`src/mem_island_addr_pkg.sv`:
```
/*
  Byte address layout of the memory island, fixed at 12 bits.
  Narrow view: row | wide bank | sub-bank | byte offset (2 bits).
  Wide view:   row | wide bank | byte offset (3 bits).
*/
package mem_island_addr_pkg;

  localparam int AddrWidth      = 12;
  localparam int RowWidth       = 8;
  localparam int NumWideBanks   = 2;
  localparam int NumSubBanks    = 2;
  localparam int NumBanks       = NumWideBanks * NumSubBanks;

  localparam int WideSelWidth   = $clog2(NumWideBanks);
  localparam int SubSelWidth    = $clog2(NumSubBanks);
  localparam int BankSelWidth   = WideSelWidth + SubSelWidth;
  localparam int NarrowOffWidth = 2;
  localparam int WideOffWidth   = 3;

  typedef struct packed {
    logic [RowWidth-1:0]       row;
    logic [WideSelWidth-1:0]   wide_bank;
    logic [SubSelWidth-1:0]    sub_bank;
    logic [NarrowOffWidth-1:0] byte_off;
  } narrow_addr_t;

  typedef struct packed {
    logic [RowWidth-1:0]     row;
    logic [WideSelWidth-1:0] wide_bank;
    logic [WideOffWidth-1:0] byte_off;
  } wide_addr_t;

  // Same 12 address bits, decoded per port width
  typedef union packed {
    narrow_addr_t narrow;
    wide_addr_t   wide;
  } island_addr_u;

endpackage

```
`src/mem_island_bus_pkg.sv`:
```
/*
  Request and bank access types of the req/gnt/rvalid memory protocol.
  Wide data is two narrow words, sub-bank 0 in the low half.
*/
package mem_island_bus_pkg;

  localparam int NarrowWidth     = 32;
  localparam int WideWidth       = 64;
  localparam int NarrowStrbWidth = NarrowWidth / 8;
  localparam int WideStrbWidth   = WideWidth / 8;

  typedef struct packed {
    logic [mem_island_addr_pkg::AddrWidth-1:0] addr;
    logic                                      we;
    logic [NarrowWidth-1:0]                    wdata;
    logic [NarrowStrbWidth-1:0]                strb;
  } narrow_req_t;

  typedef struct packed {
    logic [mem_island_addr_pkg::AddrWidth-1:0] addr;
    logic                                      we;
    logic [WideWidth-1:0]                      wdata;
    logic [WideStrbWidth-1:0]                  strb;
  } wide_req_t;

  // What a single sub-bank sees
  typedef struct packed {
    logic [mem_island_addr_pkg::RowWidth-1:0] row;
    logic                                     we;
    logic [NarrowWidth-1:0]                   wdata;
    logic [NarrowStrbWidth-1:0]               strb;
  } bank_acc_t;

  typedef struct packed {
    logic                                         valid;
    logic [mem_island_addr_pkg::WideSelWidth-1:0] wide_bank;
    logic [mem_island_addr_pkg::SubSelWidth-1:0]  sub_bank;
  } narrow_sel_t;

endpackage

```
`src/rsp_collect.sv`:
```
/*
  One register stage that remembers which banks served the accepted accesses.
  Assumes at most one wide bank is granted per cycle.
*/
`timescale 1ns/1ps

module rsp_collect (
  input  logic                                            clk_i,
  input  logic                                            rst_ni,
  input  mem_island_bus_pkg::narrow_sel_t                 narrow_sel_i,
  input  logic                                            narrow_gnt_i,
  input  logic [mem_island_addr_pkg::NumWideBanks-1:0]    wide_gnt_i,
  input  logic [mem_island_addr_pkg::NumBanks-1:0][mem_island_bus_pkg::NarrowWidth-1:0]
                                                          bank_rdata_i,
  output logic                                            narrow_rvalid_o,
  output logic [mem_island_bus_pkg::NarrowWidth-1:0]      narrow_rdata_o,
  output logic                                            wide_rvalid_o,
  output logic [mem_island_bus_pkg::WideWidth-1:0]        wide_rdata_o
);

  mem_island_bus_pkg::narrow_sel_t              narrow_sel_d;
  mem_island_bus_pkg::narrow_sel_t              narrow_sel_q;
  logic [mem_island_addr_pkg::WideSelWidth-1:0] wide_bank_d;
  logic [mem_island_addr_pkg::WideSelWidth-1:0] wide_bank_q;
  logic                                         wide_valid_q;

  always_comb begin
    narrow_sel_d       = narrow_sel_i;
    narrow_sel_d.valid = narrow_sel_i.valid & narrow_gnt_i;
  end

  // One-hot grant to bank index
  always_comb begin
    wide_bank_d = '0;
    for (int w = 0; w < mem_island_addr_pkg::NumWideBanks; w++) begin
      if (wide_gnt_i[w]) begin
        wide_bank_d = mem_island_addr_pkg::WideSelWidth'(w);
      end
    end
  end

  always_ff @(posedge clk_i or negedge rst_ni) begin
    if (!rst_ni) begin
      narrow_sel_q <= '0;
      wide_bank_q  <= '0;
      wide_valid_q <= 1'b0;
    end else begin
      narrow_sel_q <= narrow_sel_d;
      wide_bank_q  <= wide_bank_d;
      wide_valid_q <= |wide_gnt_i;
    end
  end

  assign narrow_rvalid_o = narrow_sel_q.valid;
  assign narrow_rdata_o  = bank_rdata_i[{narrow_sel_q.wide_bank, narrow_sel_q.sub_bank}];
  assign wide_rvalid_o   = wide_valid_q;

  // Sub-bank 1 lands in the high half
  always_comb begin
    for (int s = 0; s < mem_island_addr_pkg::NumSubBanks; s++) begin
      wide_rdata_o[s*mem_island_bus_pkg::NarrowWidth +: mem_island_bus_pkg::NarrowWidth] =
        bank_rdata_i[{wide_bank_q, mem_island_addr_pkg::SubSelWidth'(s)}];
    end
  end

endmodule

```
`config.mk`:
```
export PLATFORM = sky130hd
export DESIGN_NAME = rsp_collect
export DESIGN_NICKNAME = d
export VERILOG_FILES = /design/src/mem_island_addr_pkg.sv /design/src/mem_island_bus_pkg.sv /design/src/rsp_collect.sv
export SDC_FILE = /design/constraint.sdc
export NUM_CORES = 1
export LEC_CHECK = 0
export BUFFER_PORTS_ARGS = -buffer_cell sky130_fd_sc_hd__buf_2
export CORE_AREA = 4 4 88 90
export CTS_CLUSTER_SIZE = 24
export DETAILED_ROUTE_END_ITERATION = 6
export DIE_AREA = 0 0 92 94
export GPL_TIMING_DRIVEN = 1
export HOLD_SLACK_MARGIN = 0.02
export PLACE_DENSITY = 0.64
export SETUP_SLACK_MARGIN = 0.02
export SYNTH_ARGS = -nofsm -noshare
export SYNTH_HDL_FRONTEND = slang
export SYNTH_SLANG_ARGS = --single-unit
```
`constraint.sdc`:
```
create_clock -name clk_i -period 2.7 [get_ports clk_i]
set_input_delay 0.54 -clock clk_i [delete_from_list [all_inputs] [get_ports clk_i]]
set_output_delay 0.54 -clock clk_i [all_outputs]
set_load 0.01 [all_outputs]
```
==> results_dict.tcl <==
set metrics [dict create \
    outcome "complete, no violations" \
    crit_buf_inv 2 \
    drive_gt1_share_pct 97.98 \
    fin_crit_sh_pct 79.88 \
    grt_pass1_vias 2253 \
    switchingPower_w 0.0002763 \
    crit_slowest_cell "mux4_2" \
    ios 234 \
    synth_fp_nets 253 \
    slew_violations 0 \
    max_clock_freq_ghz 0.4637 \
    multi_input_area_mm2 0.001461 \
    p_seq_share_pct 10.7 \
    utilization_pct 42.06 \
    fin_tns_setup_ns 0 \
    ys_seq_area_share_pct 7.326 \
    synthCells 117 \
    drv_cap 0 \
    synthSimpleGateAreaFrac_pct 0.7326 \
    grt_pass1_wl_um 11030 \
    cts_resized 0 \
    cts_sinks 5 \
    drtAntennaViolNets 0 \
    synth_xor_area_share_pct 0 \
    power_density_mw_per_mm2 254.5 \
    synth_cell_type_count 9 \
    hpwlAfterDp_um 6358 \
    synth_top_family_by_area "multiplexers" \
    yosys_warnings 0 \
    grt_remaining_overflow 0 \
    initial_core_util_pct 24.19 \
    seq_area_um2 127.6 \
    gp_congestion 0.7822 \
    leakagePower_nw 1.492 \
    tritoncts "done" \
    setup_violations 0 \
    fill_cells 721 \
    drtPass1Iterations 4 \
    switching_share_pct 36.56 \
    rows 31 \
    hold_buffers 0 \
    clock_path_buffers 2 \
    cts.htree.levels 1 \
    final_cell_mix "buf_2, mux2_2, mux4_2" \
    routed_wl_um 7176 \
    worstPathMaxFanout 17 \
    viasPerCell 4.672 \
    ir_worst_vdd_uv 295.6 \
    grt_usage_pct 15.47 \
    core_area_mm2 0.007059 \
    die_h_um 94 \
    intPower_w 0.0004794 \
    path_cells "buf_4, mux4_2, buf_2" \
    clkTransAtPathRegs_ns 0.04 \
    num_antenna_cells 0 \
    final_nets 483 \
    dp_slack_ns 0.7474 \
    tightest_slew_ns 0.4117 \
    avgSynthCellArea_um2 14.60 \
    port_buffers 233 \
    drc 0 \
    vias 2079 \
    wl_per_cell_um 16.13 \
    cpPeakStageDelay_ns 0.56 \
    timing.slew.headroom_pct 72.55 \
    critPathTopFamily "multiplexers" \
    root_buffer "clkbuf_8" \
    antenna_found_initial 0 \
    hp-class "in -> async" \
    start_kind "flip-flop" \
    die-width_um 92 \
    synth_fa_ha_area_share_pct 0 \
    grt_max_degree 33 \
    drtIter0Drc 40 \
    worst_setup_path_end_kind "output pin" \
    synth_seq_cells 5 \
    cp_data_required_time_ns 2.16 \
    area_growth_pct 73.85 \
    combinationalPowerShare_pct 70.7 \
    hold_viol 0 \
    cp_data_arrival_time_ns 1.62 \
    rsz0062_at_grt "false" \
    final_common_cell "buf_2" \
    total_power_w 0.0007557 \
    power.share.clock_pct 18.6 \
    die_area_mm2 0.008648 \
    yosys-mux-area-fraction_pct 84.84 \
    path_class "reg -> out" \
    synth.cell_area_mm2 0.001708 \
    synth_compound_area_share_pct 0 \
    cts_setup_buffers 0 \
    period_minus_slack_ns 2.157 \
    layout_setup_ws_ns 0.5434 \
    numCtsBuffers 3 \
    holdWs_ns 0.1193 \
]
[layout make-up]
| cell class | count | share of cell area, % |
|---|---|---|
| multi-input combinational | 98 | 49.22 |
| timing repair buffer | 239 | 40.79 |
| sequential | 5 | 4.298 |
| tap | 99 | 4.172 |
| clock buffer | 4 | 1.517 |
[final timing paths]
| path | start | to | depth (start not counted) |
|---|---|---|---|
| min in group clk_i | narrow_sel_i[0] | narrow_sel_q[0]$_DFF_PN0_ | 1 |
| max in group asynchronous | rst_ni | narrow_sel_q[1]$_DFF_PN0_ | 1 |
| max | narrow_sel_q[1]$_DFF_PN0_ | narrow_rdata_o[22] | 3 |
| min | rst_ni | narrow_rvalid_o$_DFF_PN0_ | 1 |
[metal layers]
layer	wire length, µm	up-vias	track usage [%]
met1	2542	986	17.18
li1	-	965	-
met4	48	0	2.475
met5	0	-	0
met2	3880	123	30.29
met3	704	5	3.526
[state kept, by name, indices dropped and copies added, names as in the netlist]
register and count:
wide_bank_q 1, narrow_sel_q 2, wide_rvalid_o 1, narrow_rvalid_o 1
[cell usage after synthesis]
master | count | area [µm²]
mux2_2 | 64 | 720.7
mux4_2 | 30 | 675.7
buf_2 | 10 | 50.05
dfrtp_1 | 5 | 125.1
buf_12 | 3 | 60.06
mux4_1 | 2 | 52.55
and2_1 | 1 | 6.260
buf_6 | 1 | 11.26
or2_2 | 1 | 6.260
[cells by family after synthesis]
family	count (synthesis)
mux	96
simple gates	2
buf+inv	14
flops	5
[per-stage QoR]
| stage | cell area, µm² | cells |
|---|---|---|
| floorplan | 1708 | 117 |
| finish | 2969 | 445 |
| CTS | 2969 | 445 |
| global route | 2969 | 445 |
| global placement | 2924 | 441 |
| detailed placement | 2924 | 441 |
[power groups by stage]
stage | clock (W) | sequential, W | combinational [W]
6_report | 0.000141 | 0.0000810 | 0.000534
5_1_grt | 0.000148 | 0.0000812 | 0.000580
4_1_cts | 0.000145 | 0.0000810 | 0.000542
3_5_place_dp | 0 | 0.0000819 | 0.000539
3_3_place_gp | 0 | 0.0000817 | 0.000530
2_1_floorplan | 0 | 0.0000824 | 0.000291
No activity file was read; power rests on OpenSTA's default activity.
