**config.mk**
```make
export PLATFORM = sky130hd
export DESIGN_NAME = bank_arbiter
export DESIGN_NICKNAME = d
export VERILOG_FILES = /design/src/mem_island_addr_pkg.sv /design/src/mem_island_bus_pkg.sv /design/src/bank_arbiter.sv
export SDC_FILE = /design/constraint.sdc
export NUM_CORES = 1
export LEC_CHECK = 0
export BUFFER_PORTS_ARGS = -buffer_cell sky130_fd_sc_hd__buf_2
export CORE_AREA = 2 2 108 110
export DETAILED_ROUTE_END_ITERATION = 8
export DIE_AREA = 0 0 110 112
export GPL_TIMING_DRIVEN = 0
export SYNTH_ARGS = -nofsm -noshare
export SYNTH_HDL_FRONTEND = slang
export SYNTH_SLANG_ARGS = --single-unit
```
**constraint.sdc**
```tcl
create_clock -name vclk -period 1.5
set_input_delay 0.225 -clock vclk [all_inputs]
set_output_delay 0.225 -clock vclk [all_outputs]
set_load 0.05 [all_outputs]
```
**src/mem_island_addr_pkg.sv**
```systemverilog
/*
  Byte address layout of the memory island, fixed at 12 bits.
  Narrow view: row | wide bank | sub-bank | byte offset (2 bits).
  Wide view:   row | wide bank | byte offset (3 bits).
*/
package mem_island_addr_pkg;

  localparam int AddrWidth      = 12;
  localparam int RowWidth       = 8;
  localparam int NumWideBanks   = 2;
  localparam int NumSubBanks    = 2;
  localparam int NumBanks       = NumWideBanks * NumSubBanks;

  localparam int WideSelWidth   = $clog2(NumWideBanks);
  localparam int SubSelWidth    = $clog2(NumSubBanks);
  localparam int BankSelWidth   = WideSelWidth + SubSelWidth;
  localparam int NarrowOffWidth = 2;
  localparam int WideOffWidth   = 3;

  typedef struct packed {
    logic [RowWidth-1:0]       row;
    logic [WideSelWidth-1:0]   wide_bank;
    logic [SubSelWidth-1:0]    sub_bank;
    logic [NarrowOffWidth-1:0] byte_off;
  } narrow_addr_t;

  typedef struct packed {
    logic [RowWidth-1:0]     row;
    logic [WideSelWidth-1:0] wide_bank;
    logic [WideOffWidth-1:0] byte_off;
  } wide_addr_t;

  // Same 12 address bits, decoded per port width
  typedef union packed {
    narrow_addr_t narrow;
    wide_addr_t   wide;
  } island_addr_u;

endpackage

```
**src/mem_island_bus_pkg.sv**
```systemverilog
/*
  Request and bank access types of the req/gnt/rvalid memory protocol.
  Wide data is two narrow words, sub-bank 0 in the low half.
*/
package mem_island_bus_pkg;

  localparam int NarrowWidth     = 32;
  localparam int WideWidth       = 64;
  localparam int NarrowStrbWidth = NarrowWidth / 8;
  localparam int WideStrbWidth   = WideWidth / 8;

  typedef struct packed {
    logic [mem_island_addr_pkg::AddrWidth-1:0] addr;
    logic                                      we;
    logic [NarrowWidth-1:0]                    wdata;
    logic [NarrowStrbWidth-1:0]                strb;
  } narrow_req_t;

  typedef struct packed {
    logic [mem_island_addr_pkg::AddrWidth-1:0] addr;
    logic                                      we;
    logic [WideWidth-1:0]                      wdata;
    logic [WideStrbWidth-1:0]                  strb;
  } wide_req_t;

  // What a single sub-bank sees
  typedef struct packed {
    logic [mem_island_addr_pkg::RowWidth-1:0] row;
    logic                                     we;
    logic [NarrowWidth-1:0]                   wdata;
    logic [NarrowStrbWidth-1:0]               strb;
  } bank_acc_t;

  typedef struct packed {
    logic                                         valid;
    logic [mem_island_addr_pkg::WideSelWidth-1:0] wide_bank;
    logic [mem_island_addr_pkg::SubSelWidth-1:0]  sub_bank;
  } narrow_sel_t;

endpackage

```
**src/bank_arbiter.sv**
```systemverilog
/*
  Narrow-first arbitration for the sub-banks of one wide bank.
  After WidePriorityWait lost cycles wide may take a sub-bank, 0 disables this.
  Wide is granted only with all sub-banks at once, otherwise narrow keeps them.
*/
`timescale 1ns/1ps

module bank_arbiter #(
  parameter int WidePriorityWait = 0
) (
  input  logic                                                        clk_i,
  input  logic                                                        rst_ni,
  input  logic [mem_island_addr_pkg::NumSubBanks-1:0]                 narrow_req_i,
  input  mem_island_bus_pkg::bank_acc_t [mem_island_addr_pkg::NumSubBanks-1:0] narrow_acc_i,
  input  logic                                                        wide_req_i,
  input  mem_island_bus_pkg::bank_acc_t [mem_island_addr_pkg::NumSubBanks-1:0] wide_acc_i,
  output logic [mem_island_addr_pkg::NumSubBanks-1:0]                 narrow_win_o,
  output logic                                                        wide_gnt_o,
  output logic [mem_island_addr_pkg::NumSubBanks-1:0]                 bank_en_o,
  output mem_island_bus_pkg::bank_acc_t [mem_island_addr_pkg::NumSubBanks-1:0] bank_acc_o
);

  localparam int CntWidth = (WidePriorityWait > 0) ? $clog2(WidePriorityWait + 1) : 1;
  localparam logic [CntWidth-1:0] WaitLimit = CntWidth'(WidePriorityWait);

  logic [mem_island_addr_pkg::NumSubBanks-1:0][CntWidth-1:0] cnt_q;
  logic [mem_island_addr_pkg::NumSubBanks-1:0][CntWidth-1:0] cnt_d;
  logic [mem_island_addr_pkg::NumSubBanks-1:0]               conflict;
  logic [mem_island_addr_pkg::NumSubBanks-1:0]               wide_turn;
  logic [mem_island_addr_pkg::NumSubBanks-1:0]               wide_hold;

  always_comb begin
    for (int s = 0; s < mem_island_addr_pkg::NumSubBanks; s++) begin
      conflict[s]  = narrow_req_i[s] & wide_req_i;
      wide_turn[s] = (WidePriorityWait != 0) && (cnt_q[s] == WaitLimit);
      // Wide holds a sub-bank when it is free or when its turn has come
      wide_hold[s] = wide_req_i & (~narrow_req_i[s] | wide_turn[s]);
    end
  end

  assign wide_gnt_o = &wide_hold;

  always_comb begin
    for (int s = 0; s < mem_island_addr_pkg::NumSubBanks; s++) begin
      narrow_win_o[s] = narrow_req_i[s] & ~wide_gnt_o;
      bank_en_o[s]    = narrow_win_o[s] | wide_gnt_o;
      bank_acc_o[s]   = wide_gnt_o ? wide_acc_i[s] : narrow_acc_i[s];
    end
  end

  // Counter waits at the limit until the other sub-bank lets wide in too
  always_comb begin
    for (int s = 0; s < mem_island_addr_pkg::NumSubBanks; s++) begin
      if (!conflict[s] || wide_gnt_o) begin
        cnt_d[s] = '0;
      end else if (cnt_q[s] != WaitLimit) begin
        cnt_d[s] = cnt_q[s] + 1'b1;
      end else begin
        cnt_d[s] = cnt_q[s];
      end
    end
  end

  always_ff @(posedge clk_i or negedge rst_ni) begin
    if (!rst_ni) begin
      cnt_q <= '0;
    end else begin
      cnt_q <= cnt_d;
    end
  end

endmodule

```
==> impl_metrics.env <==
export IMPL_synth_top_area_cell="mux2_4"
export IMPL_synth_nets=292
export IMPL_drt_iter0_markers=23
export IMPL_min_from="wide_acc_i[83]"
export IMPL_holdPathEnd="bank_acc_o[83]"
export IMPL_remaining_drc_errors=0
export IMPL_ys_types=10
export IMPL_wl_mm=7.45
export IMPL_track_usage_pct=9.59
export IMPL_crit_path_end_kind="primary output"
export IMPL_die_x_um=110
export IMPL_vias_per_cell=3.77
export IMPL_routedWlPerCell_um=13.9
export IMPL_slowest_stage="mux2_4"
export IMPL_overflow=0
export IMPL_fillers=1126
export IMPL_port_buffers=278
export IMPL_path_class="input port to primary output"
export IMPL_final_cell_mix="190 x buf_2, 90 x mux2_4, 79 x buf_6"
export IMPL_synth_cells=107
export IMPL_dp_hpwl_mm=6.23
export IMPL_seq_area_frac_synth_pct=0
export IMPL_synth_top_area_share_pct=84.2
export IMPL_required_ns=1.27
export IMPL_grt_max_degree=11
export IMPL_max_stage_delay_ns=0.31
export IMPL_worst_slack_ns=-0.182
export IMPL_p_leak_nw=2.09
export IMPL_core_area_um2=11200
export IMPL_cap_viol_max_count=0
export IMPL_synth_area_leaders="mux2_4 84%, buf_12 11%, nor3b_2 0.79%"
export IMPL_mostFrequentLayoutCell="buf_2"
export IMPL_setup_tns_ns=-13.74
export IMPL_grt_pass1_wl_mm=9.32
export IMPL_fin_crit_ns=1.68
export IMPL_tightest_slew_ns=0.267
export IMPL_io_pin_count=280
export IMPL_hold_violations=0
export IMPL_finalNetCount=580
export IMPL_ys_warn_count=0
export IMPL_die_area_um2=12300
export IMPL_initial_core_util_pct=14.2
export IMPL_cellPowerDensity_nw_per_um2=459
export IMPL_failed_checks="setup timing"
export IMPL_seq_cells=0
export IMPL_seq_area_um2=0
export IMPL_diodes=0
export IMPL_slew_headroom_pct=82.3
export IMPL_min_path_type="input port to primary output"
export IMPL_cp_arrival_ns=1.46
export IMPL_crit_chain="buf_8 -> nor3b_4 -> buf_6 -> buf_12 -> buf_12 -> mux2_4 -> buf_6"
export IMPL_worstSetupStartpoint="narrow_req_i[0]"
export IMPL_period_share_pct=112
export IMPL_holdPathStages=3
export IMPL_fmax_mhz=594
export IMPL_grt_pass1_vias=1957
export IMPL_clkbuf_count=0
export IMPL_antenna_found_initial=0
export IMPL_place_congestion=0.751
export IMPL_drv_slew=0
export IMPL_syn_cell_area_um2=1590
export IMPL_crit_path_start_kind="input port"
export IMPL_num_vias=2021
export IMPL_crit_path_max_fanout=10
export IMPL_peakVddDrop_mv=0.228
export IMPL_rows=39
export IMPL_first_pass_iters=2
export IMPL_power_total_mw=1.76
export IMPL_die_h_um=112
export IMPL_rsz0062_at_grt="yes"
export IMPL_holdBufCountCts=0
export IMPL_avgSynthCellArea_um2=14.8
export IMPL_syn_to_final_growth_pct=141
export IMPL_status="complete, but fails checks"
export IMPL_antenna_left=0
export IMPL_drive_above_1_share_pct=98.7
export IMPL_setup_viol_count_final=90
==> cell families after synthesis <==
kind of cell	Yosys count	share of synthesized area [%]
buffers and inverters	14	13.4
AO/OA/AOI/OAI	2	0.867
AND/OR/NAND/NOR	1	0.789
multiplexers	90	84.9
==> repair_timing <==
action,in CTS,in global routing
setup endpoints to repair,91,91
gates cloned,0,4
resized for setup,133,65
buffers inserted,1,3
==> critical path: cells and delay by family <==
family | cells | cell delay, ns
buffers and inverters | 5 | 0.68
multiplexers | 1 | 0.31
AND/OR/NAND/NOR | 1 | 0.22
==> layout make-up <==
type               instances  area, um2  area share [%]
plain buffers             12        205            5.36
well taps                143        179            4.67
inverters                  2       7.51           0.196
multi-input cells         93       1380            36.2
repair buffers           286       2050            53.6
==> where the power goes <==
group,total [mW],switching (mW),internal [mW]
logic,1.76,0.952,0.803
registers,0,0,0
clock network,0,0,0
==> Yosys cell counts <==
| master | n |
|---|---|
| mux2_4 | 89 |
| a21o_2 | 1 |
| inv_1 | 2 |
| dlygate4sd3_1 | 1 |
| mux2_2 | 1 |
| clkbuf_1 | 1 |
| buf_12 | 9 |
| nor3b_2 | 1 |
| buf_6 | 1 |
| o21ai_0 | 1 |
==> stage by stage <==
stage                     setup WS, ns  utilization (%)  instance area (um2)  hold WS [ns]  cells
after floorplan                 0.0526                -                 1590         0.672    107
after global placement          -0.274             28.2                 3160         0.843    528
after detailed placement        -0.294             28.2                 3160         0.853    528
after CTS                       -0.266             32.0                 3580         0.803    529
after global routing            -0.234             34.3                 3830         0.803    536
final                           -0.182             34.3                 3830         0.799    536
==> worst max path at each step <==
stage | end | slack, ns | depth (start not counted)
after detailed placement | bank_acc_o[66] | -0.29 | 6
after global routing | bank_acc_o[49] | -0.23 | 6
final | bank_acc_o[26] | -0.18 | 7
after floorplan | bank_acc_o[35] | 0.05 | 4
after CTS | bank_acc_o[66] | -0.27 | 6
after global placement | bank_acc_o[66] | -0.27 | 6
==> metal layers <==
metal  wire length, um  up-vias  part of all wire (%)  GRT usage (%)
met5                 0        -                     0              0
met4                 0        0                     0              0
met3               724        0                   9.7          0.878
met2              4300      139                    58           21.4
met1              2420      906                    33           9.43
li1                  -      976                     -              -
Note: power is estimated with default switching activity, not from simulation.
